## config.mk

```make
export PLATFORM = sky130hd
export DESIGN_NAME = mipsCpu
export DESIGN_NICKNAME = d
export VERILOG_FILES = /design/src/hw/mipsPkg.sv /design/src/hw/stateSequencer.sv /design/src/hw/controlUnit.sv /design/src/hw/aluUnit.sv /design/src/hw/registerFile.sv /design/src/hw/busInterface.sv /design/src/hw/mipsCpu.sv
export VERILOG_INCLUDE_DIRS = /design/src /design/src/hw
export SDC_FILE = /design/constraint.sdc
export NUM_CORES = 2
export LEC_CHECK = 0
export BUFFER_PORTS_ARGS = -buffer_cell sky130_fd_sc_hd__buf_4
export CAP_MARGIN = 20
export CELL_PAD_IN_SITES_DETAIL_PLACEMENT = 1
export CELL_PAD_IN_SITES_GLOBAL_PLACEMENT = 1
export CORE_ASPECT_RATIO = 1.1
export CORE_MARGIN = 2
export CORE_UTILIZATION = 25
export DETAILED_ROUTE_END_ITERATION = 10
export GPL_TIMING_DRIVEN = 0
export PLACE_DENSITY_LB_ADDON = 0.1
export SYNTH_ARGS = -nofsm -noshare
export SYNTH_HDL_FRONTEND = slang
export SYNTH_SLANG_ARGS = --single-unit
```

## constraint.sdc

```tcl
create_clock -name clk -period 25 [get_ports clk]
set_input_delay 1.25 -clock clk [delete_from_list [all_inputs] [get_ports clk]]
set_output_delay 1.25 -clock clk [all_outputs]
set_load 0.005 [all_outputs]
```

## src/hw/mips_macros.svh

```systemverilog
// shared constants for the MIPS core, included by the control unit, ALU, bus interface and testbench
`ifndef MIPS_MACROS_SVH
`define MIPS_MACROS_SVH

`define RESET_VECTOR 32'hBFC00000 // first fetch address after reset
`define HALT_ADDR    32'h00000000 // jumping here stops the core

// primary opcodes
`define OP_SPECIAL 6'b000000 // R-type, funct selects the operation
`define OP_J       6'b000010
`define OP_JAL     6'b000011
`define OP_BEQ     6'b000100
`define OP_BNE     6'b000101
`define OP_ADDIU   6'b001001
`define OP_ANDI    6'b001100
`define OP_ORI     6'b001101
`define OP_XORI    6'b001110
`define OP_LUI     6'b001111
`define OP_LW      6'b100011
`define OP_SW      6'b101011

// funct codes for OP_SPECIAL
`define FN_JR   6'b001000
`define FN_JALR 6'b001001
`define FN_ADDU 6'b100001
`define FN_SUBU 6'b100011
`define FN_AND  6'b100100
`define FN_OR   6'b100101
`define FN_XOR  6'b100110
`define FN_SLT  6'b101010
`define FN_SLTU 6'b101011

// alu operation codes
`define ALU_ADD  4'd0
`define ALU_SUB  4'd1
`define ALU_SLT  4'd2
`define ALU_SLTU 4'd3
`define ALU_AND  4'd4
`define ALU_OR   4'd5
`define ALU_XOR  4'd6
`define ALU_LUI  4'd7 // b shifted up by 16
`define ALU_EQ   4'd8 // zero flag set when a equals b

`endif

```

## src/hw/mipsPkg.sv

```systemverilog
// types shared by every block of the MIPS core, imported by the RTL and the testbench
package mipsPkg;

    typedef logic [31:0] wordT;   // data word or byte address
    typedef logic [4:0]  regIdxT; // register file index
    typedef logic [5:0]  opcodeT; // instr[31:26]
    typedef logic [5:0]  functT;  // instr[5:0]
    typedef logic [3:0]  aluOpT;  // values come from the ALU_* macros

    // sequencer states, HALT kept at zero
    typedef enum logic [2:0] {
        HALT   = 3'd0,
        FETCH  = 3'd1,
        DECODE = 3'd2,
        EXEC1  = 3'd3,
        EXEC2  = 3'd4
    } cpuStateT;

    // datapath strobes from the control unit
    typedef struct packed {
        aluOpT aluOp;     // operation for the ALU
        logic  aluSrcImm; // b operand from the extended immediate
        logic  zeroExt;   // zero extend the immediate instead of sign extend
        logic  jump;      // next pc from the 26 bit target
        logic  branch;    // conditional branch on the zero flag
        logic  branchNe;  // invert the zero flag for BNE
        logic  regToJump; // next pc from register A
        logic  link;      // write the return address
        logic  memRead;   // data read request
        logic  memWrite;  // data write request
        logic  regDst;    // destination is rd, otherwise rt
        logic  memToReg;  // write back load data
        logic  regWrite;  // register file write enable
        logic  irWrite;   // load the instruction register
        logic  pcToAddr;  // pc drives the bus address
        logic  pcWrite;   // commit the next pc
    } ctrlSigT;

endpackage

```

## src/hw/stateSequencer.sv

```systemverilog
// state register of the multicycle core that steps fetch to exec2 and stalls on memory waitRequest
`timescale 1ns/1ps

module stateSequencer (
    input  logic              clk,
    input  logic              rstN,
    input  logic              waitRequest, // from the Avalon slave
    input  logic              memBusy,     // control is requesting the bus this cycle
    input  logic              pcIsHalt,    // next pc is the halt address
    output mipsPkg::cpuStateT state
);
    import mipsPkg::*;

    cpuStateT nextState;
    logic     stall;

    assign stall = memBusy & waitRequest; // transfer not yet accepted

    always_comb begin
        case (state)
            FETCH:   nextState = DECODE;
            DECODE:  nextState = EXEC1;
            EXEC1:   nextState = EXEC2;
            EXEC2:   nextState = pcIsHalt ? HALT : FETCH; // halt once pc lands on zero
            default: nextState = HALT;                    // HALT is terminal
        endcase
    end

    always_ff @(posedge clk or negedge rstN) begin
        if (!rstN) begin
            state <= FETCH; // first fetch straight out of reset
        end else if (!stall) begin
            state <= nextState;
        end
    end

    // once halted the core stays halted until the next reset
    haltIsFinal: assert property (
        @(posedge clk) disable iff (!rstN) state == HALT |=> state == HALT
    ) else $error("sequencer left HALT");

endmodule

```

## src/hw/controlUnit.sv

```systemverilog
// combinational decoder turning opcode, funct, state and waitRequest into datapath strobes
`timescale 1ns/1ps
`include "mips_macros.svh"

module controlUnit (
    input  mipsPkg::cpuStateT state,
    input  mipsPkg::wordT     instr,
    input  logic              waitRequest,
    output mipsPkg::ctrlSigT  ctrl
);
    import mipsPkg::*;

    opcodeT opcode;
    functT  funct;
    logic   fetch, exec1, exec2;
    logic   wantRead, wantWrite, wantReg; // state independent requests from the opcode
    logic   storeStall;                   // SW still waiting for the slave

    assign opcode = instr[31:26];
    assign funct  = instr[5:0];
    assign fetch  = state == FETCH;
    assign exec1  = state == EXEC1;
    assign exec2  = state == EXEC2;

    always_comb begin
        ctrl       = '0; // everything idle by default so HALT and DECODE need no branch
        wantRead   = 1'b0;
        wantWrite  = 1'b0;
        wantReg    = 1'b0;
        storeStall = 1'b0;
        if (fetch) begin
            ctrl.memRead  = 1'b1;         // pc onto the bus
            ctrl.pcToAddr = 1'b1;
            ctrl.irWrite  = !waitRequest; // latch on the completing cycle
        end else if (exec1 || exec2) begin
            case (opcode)
                `OP_SPECIAL: begin
                    ctrl.regDst = 1'b1; // results go to rd
                    wantReg     = 1'b1;
                    case (funct)
                        `FN_ADDU: ctrl.aluOp = `ALU_ADD;
                        `FN_SUBU: ctrl.aluOp = `ALU_SUB;
                        `FN_AND:  ctrl.aluOp = `ALU_AND;
                        `FN_OR:   ctrl.aluOp = `ALU_OR;
                        `FN_XOR:  ctrl.aluOp = `ALU_XOR;
                        `FN_SLT:  ctrl.aluOp = `ALU_SLT;
                        `FN_SLTU: ctrl.aluOp = `ALU_SLTU;
                        `FN_JR: begin
                            ctrl.regToJump = 1'b1;
                            wantReg        = 1'b0; // plain jump writes nothing
                        end
                        `FN_JALR: begin
                            ctrl.regToJump = 1'b1;
                            ctrl.link      = 1'b1; // return address into rd
                        end
                        default: wantReg = 1'b0; // unknown funct runs as a NOP
                    endcase
                end
                `OP_ADDIU: begin
                    ctrl.aluSrcImm = 1'b1;
                    wantReg        = 1'b1;
                end
                `OP_ANDI, `OP_ORI, `OP_XORI: begin
                    ctrl.aluSrcImm = 1'b1;
                    ctrl.zeroExt   = 1'b1; // logic immediates are unsigned
                    ctrl.aluOp     = opcode == `OP_ANDI ? `ALU_AND :
                                     opcode == `OP_ORI  ? `ALU_OR  : `ALU_XOR;
                    wantReg        = 1'b1;
                end
                `OP_LUI: begin
                    ctrl.aluOp     = `ALU_LUI;
                    ctrl.aluSrcImm = 1'b1;
                    ctrl.zeroExt   = 1'b1;
                    wantReg        = 1'b1;
                end
                `OP_LW: begin
                    ctrl.aluSrcImm = 1'b1; // base plus offset
                    ctrl.memToReg  = 1'b1;
                    wantRead       = 1'b1;
                    wantReg        = 1'b1;
                end
                `OP_SW: begin
                    ctrl.aluSrcImm = 1'b1;
                    wantWrite      = 1'b1;
                end
                `OP_BEQ, `OP_BNE: begin
                    ctrl.aluOp    = `ALU_EQ; // compare rs with rt
                    ctrl.branch   = 1'b1;
                    ctrl.branchNe = opcode == `OP_BNE;
                end
                `OP_J:   ctrl.jump = 1'b1;
                `OP_JAL: begin
                    ctrl.jump = 1'b1;
                    ctrl.link = 1'b1; // return address into r31
                    wantReg   = 1'b1;
                end
                default: ; // unsupported opcode only advances the pc
            endcase
            storeStall    = wantWrite & waitRequest;
            ctrl.memRead  = wantRead & exec1;
            ctrl.memWrite = wantWrite & exec2;
            ctrl.regWrite = wantReg & exec2;
            ctrl.pcWrite  = exec2 & !storeStall; // commit when the store is accepted
        end
        assert (!(ctrl.memRead && ctrl.memWrite)) else $error("read and write requested together");
    end

endmodule

```

## src/hw/aluUnit.sv

```systemverilog
// 32-bit ALU for arithmetic, logic, compares, LUI and the branch equality flag
`timescale 1ns/1ps
`include "mips_macros.svh"

module aluUnit (
    input  mipsPkg::aluOpT aluOp,
    input  mipsPkg::wordT  a,
    input  mipsPkg::wordT  b,
    output mipsPkg::wordT  result,
    output logic           zero
);
    import mipsPkg::*;

    wordT  diff;     // shared subtractor for SUB and the compares
    logic  signedLt;
    logic  unsignedLt;

    assign diff       = a - b;
    assign unsignedLt = a < b;
    // signs differ -> a negative means less, else the subtract sign decides
    assign signedLt   = (a[31] != b[31]) ? a[31] : diff[31];

    always_comb begin
        case (aluOp)
            `ALU_ADD:  result = a + b;
            `ALU_SUB:  result = diff;
            `ALU_SLT:  result = {31'b0, signedLt};
            `ALU_SLTU: result = {31'b0, unsignedLt};
            `ALU_AND:  result = a & b;
            `ALU_OR:   result = a | b;
            `ALU_XOR:  result = a ^ b;
            `ALU_LUI:  result = {b[15:0], 16'b0};
            `ALU_EQ:   result = {31'b0, a != b}; // zero result means equal
            default:   result = a + b;
        endcase
    end

    assign zero = result == '0; // branch decision input

endmodule

```

## src/hw/registerFile.sv

```systemverilog
// 32 x 32-bit general register file with r0 tied to zero, two async reads and one clocked write
`timescale 1ns/1ps

module registerFile (
    input  logic            clk,
    input  logic            rstN,
    input  mipsPkg::regIdxT readIdxA,
    input  mipsPkg::regIdxT readIdxB,
    output mipsPkg::wordT   readA,
    output mipsPkg::wordT   readB,
    input  logic            writeEn,
    input  mipsPkg::regIdxT writeIdx,
    input  mipsPkg::wordT   writeData,
    output mipsPkg::wordT   regV0
);
    import mipsPkg::*;

    wordT regs [32];

    always_ff @(posedge clk or negedge rstN) begin
        if (!rstN) begin
            for (int i = 0; i < 32; i++) begin
                regs[i] <= '0;
            end
        end else if (writeEn && writeIdx != 5'd0) begin // r0 never written
            regs[writeIdx] <= writeData;
        end
    end

    assign readA = regs[readIdxA];
    assign readB = regs[readIdxB];
    assign regV0 = regs[2]; // v0 for result readout

endmodule

```

## src/hw/busInterface.sv

```systemverilog
// pc, instruction and load registers plus next pc selection, drives the Avalon master
`timescale 1ns/1ps
`include "mips_macros.svh"

module busInterface (
    input  logic             clk,
    input  logic             rstN,
    input  mipsPkg::ctrlSigT ctrl,
    input  mipsPkg::wordT    aluResult,
    input  logic             aluZero,
    input  mipsPkg::wordT    regA,
    input  mipsPkg::wordT    regB,
    output mipsPkg::wordT    instr,
    output mipsPkg::wordT    loadData,
    output mipsPkg::wordT    pc,
    output mipsPkg::wordT    pcPlus4,
    output logic             pcIsHalt,
    output mipsPkg::wordT    memAddress,
    output mipsPkg::wordT    memWriteData,
    output logic             memRead,
    output logic             memWrite,
    input  mipsPkg::wordT    memReadData,
    input  logic             waitRequest
);
    import mipsPkg::*;

    wordT pcReg, irReg, loadReg;
    wordT nextPc, branchTarget, jumpTarget;
    logic branchTaken;

    assign pcPlus4      = pcReg + 32'd4;
    assign branchTarget = pcPlus4 + {{14{irReg[15]}}, irReg[15:0], 2'b00};
    assign jumpTarget   = {pcPlus4[31:28], irReg[25:0], 2'b00}; // stays in the 256MB region
    assign branchTaken  = ctrl.branch & (aluZero ^ ctrl.branchNe);

    always_comb begin
        if (ctrl.regToJump) nextPc = regA; // JR, JALR
        else if (ctrl.jump) nextPc = jumpTarget;
        else if (branchTaken) nextPc = branchTarget;
        else nextPc = pcPlus4;
    end

    assign pcIsHalt = nextPc == `HALT_ADDR;

    always_ff @(posedge clk or negedge rstN) begin
        if (!rstN) pcReg <= `RESET_VECTOR;
        else if (ctrl.pcWrite) pcReg <= nextPc;
    end

    always_ff @(posedge clk) begin
        if (ctrl.irWrite) irReg <= memReadData;
        if (ctrl.memRead && !ctrl.pcToAddr && !waitRequest) loadReg <= memReadData; // LW done
    end

    assign memAddress   = ctrl.pcToAddr ? pcReg : aluResult;
    assign memWriteData = regB; // rt for SW
    assign memRead      = ctrl.memRead;
    assign memWrite     = ctrl.memWrite;
    assign instr        = irReg;
    assign loadData     = loadReg;
    assign pc           = pcReg;

endmodule

```

## src/hw/mipsCpu.sv

```systemverilog
// top level of the multicycle MIPS core, one Avalon word master for fetch and data
`timescale 1ns/1ps

module mipsCpu (
    input  logic          clk,
    input  logic          rstN,
    output mipsPkg::wordT memAddress,
    output logic          memRead,
    output logic          memWrite,
    output mipsPkg::wordT memWriteData,
    input  mipsPkg::wordT memReadData,
    input  logic          waitRequest,
    output logic          active,
    output mipsPkg::wordT regV0
);
    import mipsPkg::*;

    cpuStateT state;
    ctrlSigT  ctrl;
    wordT     instr, loadData, pc, pcPlus4;
    wordT     regA, regB, aluA, aluB, aluResult, immExt, writeData;
    regIdxT   writeIdx;
    logic     aluZero, pcIsHalt;

    stateSequencer i_seq (.clk, .rstN, .waitRequest, .memBusy(ctrl.memRead | ctrl.memWrite),
                          .pcIsHalt, .state);

    controlUnit i_ctrl (.state, .instr, .waitRequest, .ctrl);

    // operand muxes, link instructions compute pc + 4 in the ALU
    assign immExt = ctrl.zeroExt ? {16'b0, instr[15:0]} : {{16{instr[15]}}, instr[15:0]};
    assign aluA   = ctrl.link ? pc : regA;
    assign aluB   = ctrl.link ? 32'd4 : (ctrl.aluSrcImm ? immExt : regB);

    aluUnit i_alu (.aluOp(ctrl.aluOp), .a(aluA), .b(aluB), .result(aluResult), .zero(aluZero));

    // write back, JAL goes to r31 and JALR to rd
    assign writeIdx  = ctrl.regDst ? instr[15:11] : (ctrl.link ? 5'd31 : instr[20:16]);
    assign writeData = ctrl.memToReg ? loadData : aluResult;

    registerFile i_regs (.clk, .rstN, .readIdxA(instr[25:21]), .readIdxB(instr[20:16]),
                         .readA(regA), .readB(regB), .writeEn(ctrl.regWrite), .writeIdx,
                         .writeData, .regV0);

    busInterface i_bus (.clk, .rstN, .ctrl, .aluResult, .aluZero, .regA, .regB, .instr,
                        .loadData, .pc, .pcPlus4, .pcIsHalt, .memAddress, .memWriteData,
                        .memRead, .memWrite, .memReadData, .waitRequest);

    assign active = state != HALT;

    // return address from the ALU agrees with the sequential pc of the bus block
    linkIsPcPlus4: assert property (
        @(posedge clk) disable iff (!rstN) ctrl.regWrite && ctrl.link |-> writeData == pcPlus4
    ) else $error("link value differs from pc + 4");

    // halted core keeps the bus quiet
    quietWhenHalted: assert property (
        @(posedge clk) disable iff (!rstN) !active |-> !memRead && !memWrite
    ) else $error("bus request after halt");

endmodule

```

# After elaboration in Yosys (flattened, before gate mapping)

Index checks and enable logic that the tools add are counted.

Bits in registers: 1123
Bits in latches: 0
RAM bits: 0
Bits in read-only memories: 0
Bits of input ports: 35
Output and inout port bits: 99
Word-level logic and storage cells: 169
Memories: 0

$add $sub $neg: 4
$mul: 0
Divide/modulo/power cells: 0
Order comparisons: 5
Equality and inequality tests: 34
Shift operators: 0
Mux-type cells: 54
Bitwise operators: 15
Reduce and logical (&&, ||, !) cells: 21

Operators by type and width:

| kind                                                             | number |
|---|---|
| 1024-bit bitwise mux                                             | 1 |
| 32-bit 2-to-1 mux                                                | 14 |
| 32-bit binary-select mux with 5-bit select                       | 2 |
| 32-bit one-hot mux with 8 select lines                           | 1 |
| 32-bit demux with 5-bit select                                   | 1 |
| 32-bit adder                                                     | 2 |
| 32-bit zero test                                                 | 2 |
| 6-bit == test (second input constant)                            | 9 |
| 6-bit by 4-bit == test with 1-bit output (second input constant) | 7 |
| 32-bit by 3-bit adder with 32-bit output (second input constant) | 1 |
| 32-bit bitwise AND                                               | 1 |
| 32-bit less-than comparator                                      | 1 |
| 32-bit != test                                                   | 1 |
| 32-bit bitwise OR                                                | 1 |
| 32-bit subtractor                                                | 1 |
| 32-bit XOR                                                       | 1 |
| 1-bit 2-to-1 mux                                                 | 21 |
| 6-bit >= comparator (second input constant)                      | 3 |
| 5-bit NOT with 6-bit output                                      | 3 |
| 3-bit one-hot mux with 6 select lines                            | 1 |
| 4-bit by 3-bit == test with 1-bit output (second input constant) | 4 |
| 16-bit 2-to-1 mux                                                | 1 |
| 4-bit one-hot mux with 4 select lines                            | 1 |
| 7-bit OR reduction                                               | 2 |
| 29 further kinds                                                 | 51 |

# Logic depth before layout (Yosys ltp)

Depth in word-level cells: 24
Depth in mapped cells: 48
Depth with buffers taken out: 36

# Hierarchy

A second synthesis with hierarchy kept.

Cell total of the unflattened synthesis: 6515
Area, all modules: 71467.3 um2

Modules (own cells, without submodules):

| module         | times used | cells each | area an instance (um2) | seq. area each (um2) |
|---|---|---|---|---|
| registerFile   | 1          | 4633       | 56177.6                | 25624.6 |
| busInterface   | 1          | 765        | 7244.4                 | 2733.9 |
| aluUnit        | 1          | 887        | 5985.7                 | 0.0 |
| mipsCpu        | 1          | 148        | 1466.4                 | 0.0 |
| controlUnit    | 1          | 66         | 439.2                  | 0.0 |
| stateSequencer | 1          | 16         | 153.9                  | 76.3 |

# Worst setup path after synthesis

OpenSTA, ideal clock, no wires.

Path kind: register to register
From: register i_bus.irReg[16], in the netlist i_bus.instr[16]
To: register i_seq.state[0]
Library setup time: 0.098 ns
Arrival: 9.509 ns
Required time: 24.902 ns
Path slack: 15.393 ns
Cell stages (with the launch flop): 45
Path buffers: 11
Clock period less this slack: 9.607 ns
Path through: edfxtp_1 -> buf_2 -> buf_6 -> buf_6 -> buf_2 -> clkbuf_1 -> buf_2 -> buf_1 -> clkbuf_1 -> clkbuf_1 -> mux2i_1 -> a221oi_1 -> o21ai_0 -> nand4_1 -> nor2_1 -> nor2_1 -> nand2_1 -> ha_1 -> [9 not listed] -> a21o_1 -> a21o_1 -> fa_1 -> a32oi_1 -> nor3_1 -> a211oi_1 -> o211a_1 -> o2111ai_1 -> nor4_2 -> mux2i_1 -> buf_6 -> mux2i_1 -> a21oi_1 -> or4_1 -> nor4_2 -> nand4_1 -> nor3_1 -> a41oi_1

Word-level cells in the longest chain between the ends: 18
Elaborated cells between the ends (all ways): 25
Those cells by class: add/sub: 2; order compare: 1; eq/ne: 2; mux: 12; bitwise: 6; reduce/logical: 2

Ends and longest elaborated chain:

| element                                                | RTL line             | RTL |
|---|---|---|
| start, declared                                        | busInterface.sv:27   | `wordT pcReg, irReg, loadReg;` |
| start signal, assigned                                 | busInterface.sv:51   | `if (ctrl.irWrite) irReg <= memReadData;` |
| 5-bit NOT with 6-bit output (not written as such) *    | registerFile.sv:31   | `assign readB = regs[readIdxB];` |
| 32-bit binary-select mux with 5-bit select *           | registerFile.sv:31   |  |
| 32-bit 2-to-1 mux (not written as such) * (2 in a row) | registerFile.sv:31   |  |
| net memWriteData[3]                                    | mipsCpu.sv:10        | `output mipsPkg::wordT memWriteData,` |
| 32-bit 2-to-1 mux * (2 in a row)                       | mipsCpu.sv:33        | `assign aluB = ctrl.link ? 32'd4 : (ctrl.aluSrcImm ? immExt : regB);` |
| 32-bit subtractor                                      | aluUnit.sv:18        | `assign diff = a - b;` |
| 1-bit 2-to-1 mux                                       | aluUnit.sv:21        | `assign signedLt = (a[31] != b[31]) ? a[31] : diff[31];` |
| 32-bit one-hot mux with 8 select lines *               | aluUnit.sv:24        | `case (aluOp)` |
| 32-bit zero test *                                     | aluUnit.sv:38        | `assign zero = result == '0;` |
| 1-bit XOR *                                            | busInterface.sv:34   | `assign branchTaken = ctrl.branch & (aluZero ^ ctrl.branchNe);` |
| 1-bit bitwise AND *                                    | busInterface.sv:34   |  |
| 32-bit 2-to-1 mux *                                    | busInterface.sv:39   | `else if (branchTaken) nextPc = branchTarget;` |
| 32-bit 2-to-1 mux *                                    | busInterface.sv:38   | `else if (ctrl.jump) nextPc = jumpTarget;` |
| 32-bit 2-to-1 mux *                                    | busInterface.sv:37   | `if (ctrl.regToJump) nextPc = regA;` |
| 32-bit zero test (no source line) *                    | --                   |  |
| 1-bit 2-to-1 mux *                                     | stateSequencer.sv:24 | `EXEC2: nextState = pcIsHalt ? HALT : FETCH;` |
| 3-bit one-hot mux with 4 select lines *                | stateSequencer.sv:20 | `case (state)` |
| end signal, assigned                                   | stateSequencer.sv:33 | `state <= nextState;` |
| end, declared                                          | stateSequencer.sv:10 | `output mipsPkg::cpuStateT state` |

Mark *: on every way through the listed nets, which the timed path passes. The rest lies on a longest branch. The select of a mux whose other input is x is not followed.
A chain may end at the register's enable or synchronous reset.

# Worst setup path after layout

From: register i_bus.irReg[16], in the netlist i_bus.instr[16]
To: register i_seq.state[0]

Word-level cells in the longest chain between the ends: 18
Elaborated cells between the ends (all ways): 25
Those cells by class: add/sub: 2; order compare: 1; eq/ne: 2; mux: 12; bitwise: 6; reduce/logical: 2

Ends and longest elaborated chain:

| element                                                   | RTL line |
|---|---|
| 5-bit NOT with 6-bit output (not written as such)         | registerFile.sv:31 |
| 32-bit binary-select mux with 5-bit select                | registerFile.sv:31 |
| 32-bit 2-to-1 mux (not written as such) (2 in a row)      | registerFile.sv:31 |
| 32-bit 2-to-1 mux (2 in a row)                            | mipsCpu.sv:33 |
| 32-bit subtractor / 1-bit != test (equally long branches) | aluUnit.sv:18, aluUnit.sv:21 |
| 1-bit 2-to-1 mux                                          | aluUnit.sv:21 |
| 32-bit one-hot mux with 8 select lines                    | aluUnit.sv:24 |
| 32-bit zero test                                          | aluUnit.sv:38 |
| 1-bit XOR                                                 | busInterface.sv:34 |
| 1-bit bitwise AND                                         | busInterface.sv:34 |
| 32-bit 2-to-1 mux                                         | busInterface.sv:39 |
| 32-bit 2-to-1 mux *                                       | busInterface.sv:38 |
| 32-bit 2-to-1 mux *                                       | busInterface.sv:37 |
| 32-bit zero test (no source line) *                       | -- |
| 1-bit 2-to-1 mux *                                        | stateSequencer.sv:24 |
| 3-bit one-hot mux with 4 select lines *                   | stateSequencer.sv:20 |

Mark *: on every way between the ends. The rest lies on a longest branch, timed or not. The select of a mux whose other input is x is not followed.

==> results.py <==
metrics = {
    "grt": {
        "grtUsageTotal_pct": 29.9,
        "grt_max_degree": 158,
        "grt_overflow": 0,
        "grt_pass1_wl_um": 544000,
        "antenna_found_initial": 42,
        "grt_pass1_vias": 59427,
    },
    "synthesis": {
        "synth_fp_nets": 6461,
        "synth.most_common_cell": "nand2_1",
        "synth.cells.most_frequent": "nand2_1 (1243), o21ai_0 (1153), dfrtp_1 (1049), mux4_2 (587), clkbuf_1 (507)",
        "synth_area_leaders": "dfrtp_1 (40%), mux4_2 (20%), o21ai_0 (8.8%)",
        "ys_dominant_reg_cell": "dfrtp_1",
        "synth_seq_area_share_pct": 43.3,
        "ys_async_sr_fraction_pct": 94.3,
        "ys_ff_latch": 1123,
        "syn_inst": 6285,
        "synth_top_cell_by_area": "dfrtp_1",
        "synth_edf_count": 64,
        "synth.top_cell.area_share_pct": 40.0,
        "avgSynthCellArea_um2": 10.4,
        "synth_area_um2": 65700,
        "synth_cell_types": 99,
        "yosys_warnings": 0,
    },
    "timing": {
        "slew_viol_final": 0,
        "fin_skew_ns": 0.0759,
        "tns_ns": 0,
        "slew_headroom_pct": 12.5,
        "rsz0062_at_grt": "no",
        "hold_viol_final": 0,
        "period_needed_ns": 15.78,
        "fmax_mhz": 63.4,
        "holdWs_ns": 0.316,
        "worstMarginPinSlew_ns": 1.31,
        "final-setup-viol-count": 0,
        "fin_crit_sh_pct": 63.1,
    },
    "worst_setup_path": {
        "cp-start-kind": "register",
        "slowest_stage": "buf_2",
        "cp_common_cell": "buf_2",
        "crit_path_end_kind": "register",
        "critPathKind": "reg -> reg",
        "required_ns": 25.71,
        "cp.arrival_ns": 16.49,
        "reg2reg_slack_ns": 9.22,
        "critPathMaxStageDelay_ns": 1.05,
        "cp_max_fo": 11,
    },
    "clock_tree": {
        "ctsResizeCount": 0,
        "clock_path_buffers": 4,
        "htree_num_levels": 4,
        "cts_buffers": 148,
        "clk_latency_ns": 0.87,
        "numClockSinks": 1123,
        "postCtsHoldBufs": 0,
        "path_clk_slew_ns": 0.06,
        "cts_setup_buffers": 0,
        "cts_tree": "yes",
        "cts-root-buf": "clkbuf_16",
    },
    "finish": {
        "fillers": 29232,
        "layout-area-overhead-vs-synth_pct": 19.3,
        "fin_cells": 10324,
        "layout.nets": 6896,
        "drive_gt1_share_pct": 19.6,
        "final_util_pct": 29.9,
    },
    "routing": {
        "num_vias": 58639,
        "drc": 0,
        "antenna_left": 0,
        "drt_iter0_drc": 5745,
        "via_per_inst": 5.68,
        "wl_per_cell_um": 39.3,
        "routed_wl_um": 406000,
        "dr.pass1.iters": 5,
    },
    "floorplan": {
        "dieArea_um2": 267000,
        "rows": 197,
        "die_w_um": 493,
        "io_pins": 134,
        "start_util_pct": 25.1,
        "fp.dieH_um": 542,
        "core-area_um2": 262000,
    },
    "place": {
        "port-buffer-count": 132,
        "place.gp.congestion": 0.943,
        "placedCellCount": 10043,
        "post-dp-hpwl_um": 309000,
    },
    "flow_run": {
        "drv_cap": 0,
    },
    "power": {
        "leakagePower_nw": 32.6,
        "vdd_drop_max_mv": 0.0398,
        "p_per_area_nw_per_um2": 72.9,
    },
    "hold_path": {
        "hold_path_class": "in -> async",
    },
    "outcome": {
        "status": "finished clean",
    },
}
-- worst max-delay path, delay by kind of cell (launching register included) --
| family | cells | cell delay [ns] |
|---|---|---|
| AOI/OAI and AO/OA | 16 | 4.62 |
| muxes | 3 | 0.74 |
| and+or+nand+nor | 10 | 2.86 |
| adders and majority gates | 2 | 0.86 |
| buffers and inverters | 13 | 5.93 |
| DFF | 1 | 0.50 |
-- layout by cell type (no fill, tap or decap), types with 112 or more instances in the layout --
cell type | netlist | layout
inv_1 | 114 | 114
nor2_1 | 233 | 231
clkbuf_1 | 507 | 489
buf_4 | 35 | 179
a21oi_1 | 154 | 154
mux2i_1 | 112 | 112
ha_1 | 137 | 137
o21ai_0 | 1153 | 1152
clkbuf_16 | 0 | 151
nand2_1 | 1243 | 1243
mux4_2 | 587 | 587
dfrtp_1 | 1049 | 1049
-- logic make-up (layout without fill, tap and decap cells) --
| family | after synthesis | count (layout) | share of synthesized area, % |
|---|---|---|---|
| AOI/OAI and AO/OA | 1696 | 1696 | 14.6 |
| xor gates and xnor gates | 68 | 68 | 0.907 |
| adders and majority gates | 141 | 141 | 2.73 |
| buffers and inverters | 746 | 1280 | 4.62 |
| DFF | 1123 | 1123 | 43.3 |
| muxes | 741 | 741 | 22.6 |
| other | 0 | 23 | 0 |
| and+or+nand+nor | 1770 | 1770 | 11.2 |
-- layout make-up --
class                   instances  area (um^2)  share of cell area [%]
diodes                         23         57.6                  0.0735
well taps                    3482         4360                    5.56
inverters                     117          439                   0.561
multi-input cells            4416        34200                    43.7
plain buffers                 629         2710                    3.46
clock inverters                38          310                   0.396
repair buffers                285         3570                    4.56
clock buffers                 211         4190                    5.36
flip-flops and latches       1123        28400                    36.3
-- state kept, by name, summed over array words and instances (netlist names) --
name and count:
i_bus.pc 32, i_bus.instr 32, i_bus.loadData 32, i_regs.regs 992, i_seq.state 3, i_regs.regV0 32
-- report_power, final --
part | total (W) | switching (W) | internal (W)
registers | 0.00191 | 0.0000468 | 0.00187
clock network | 0.00212 | 0.000906 | 0.00121
logic | 0.00168 | 0.00121 | 0.000468
total | 0.00571 | 0.00217 | 0.00355
-- stage by stage --
| step | setup WS (ns) | instance area [um^2] | total power, W |
|---|---|---|---|
| after detailed placement | 9.33 | 73700 | 0.00359 |
| after floorplan | 15.39 | 65700 | 0.00267 |
| after CTS | 9.30 | 78200 | 0.00571 |
| after global routing | 8.97 | 78300 | 0.00585 |
| after global placement | 6.72 | 71000 | 0.00352 |
| final | 9.22 | 78300 | 0.00571 |
-- metal layers --
metal | vias up | global-route usage, % | share of wire (%)
met4 | 14 | 15.0 | 5.6
met1 | 31606 | 37.7 | 40
met3 | 737 | 5.64 | 6.8
met2 | 2570 | 49.0 | 47
li1 | 23712 | - | -
met5 | - | 0 | 0.026
-- path summary, 6_finish.rpt --
path                                               startpoint                            end  cells past startpoint
worst max-delay path                i_bus.instr[16]$_DFFE_PP_     i_seq.state[0]$_DFFE_PN1N_                     44
worst min register to register  i_regs.regs[1012]$_DFFE_PN0P_  i_regs.regs[1012]$_DFFE_PN0P_                      1
worst min-delay path                                     rstN   i_regs.regs[201]$_DFFE_PN0P_                      1
max in group asynchronous                                rstN   i_regs.regs[635]$_DFFE_PN0P_                      5
worst max register to register      i_bus.instr[16]$_DFFE_PP_     i_seq.state[0]$_DFFE_PN1N_                     44
min in group clk                i_regs.regs[1012]$_DFFE_PN0P_  i_regs.regs[1012]$_DFFE_PN0P_                      1
No activity file was read; power rests on OpenSTA's default activity.
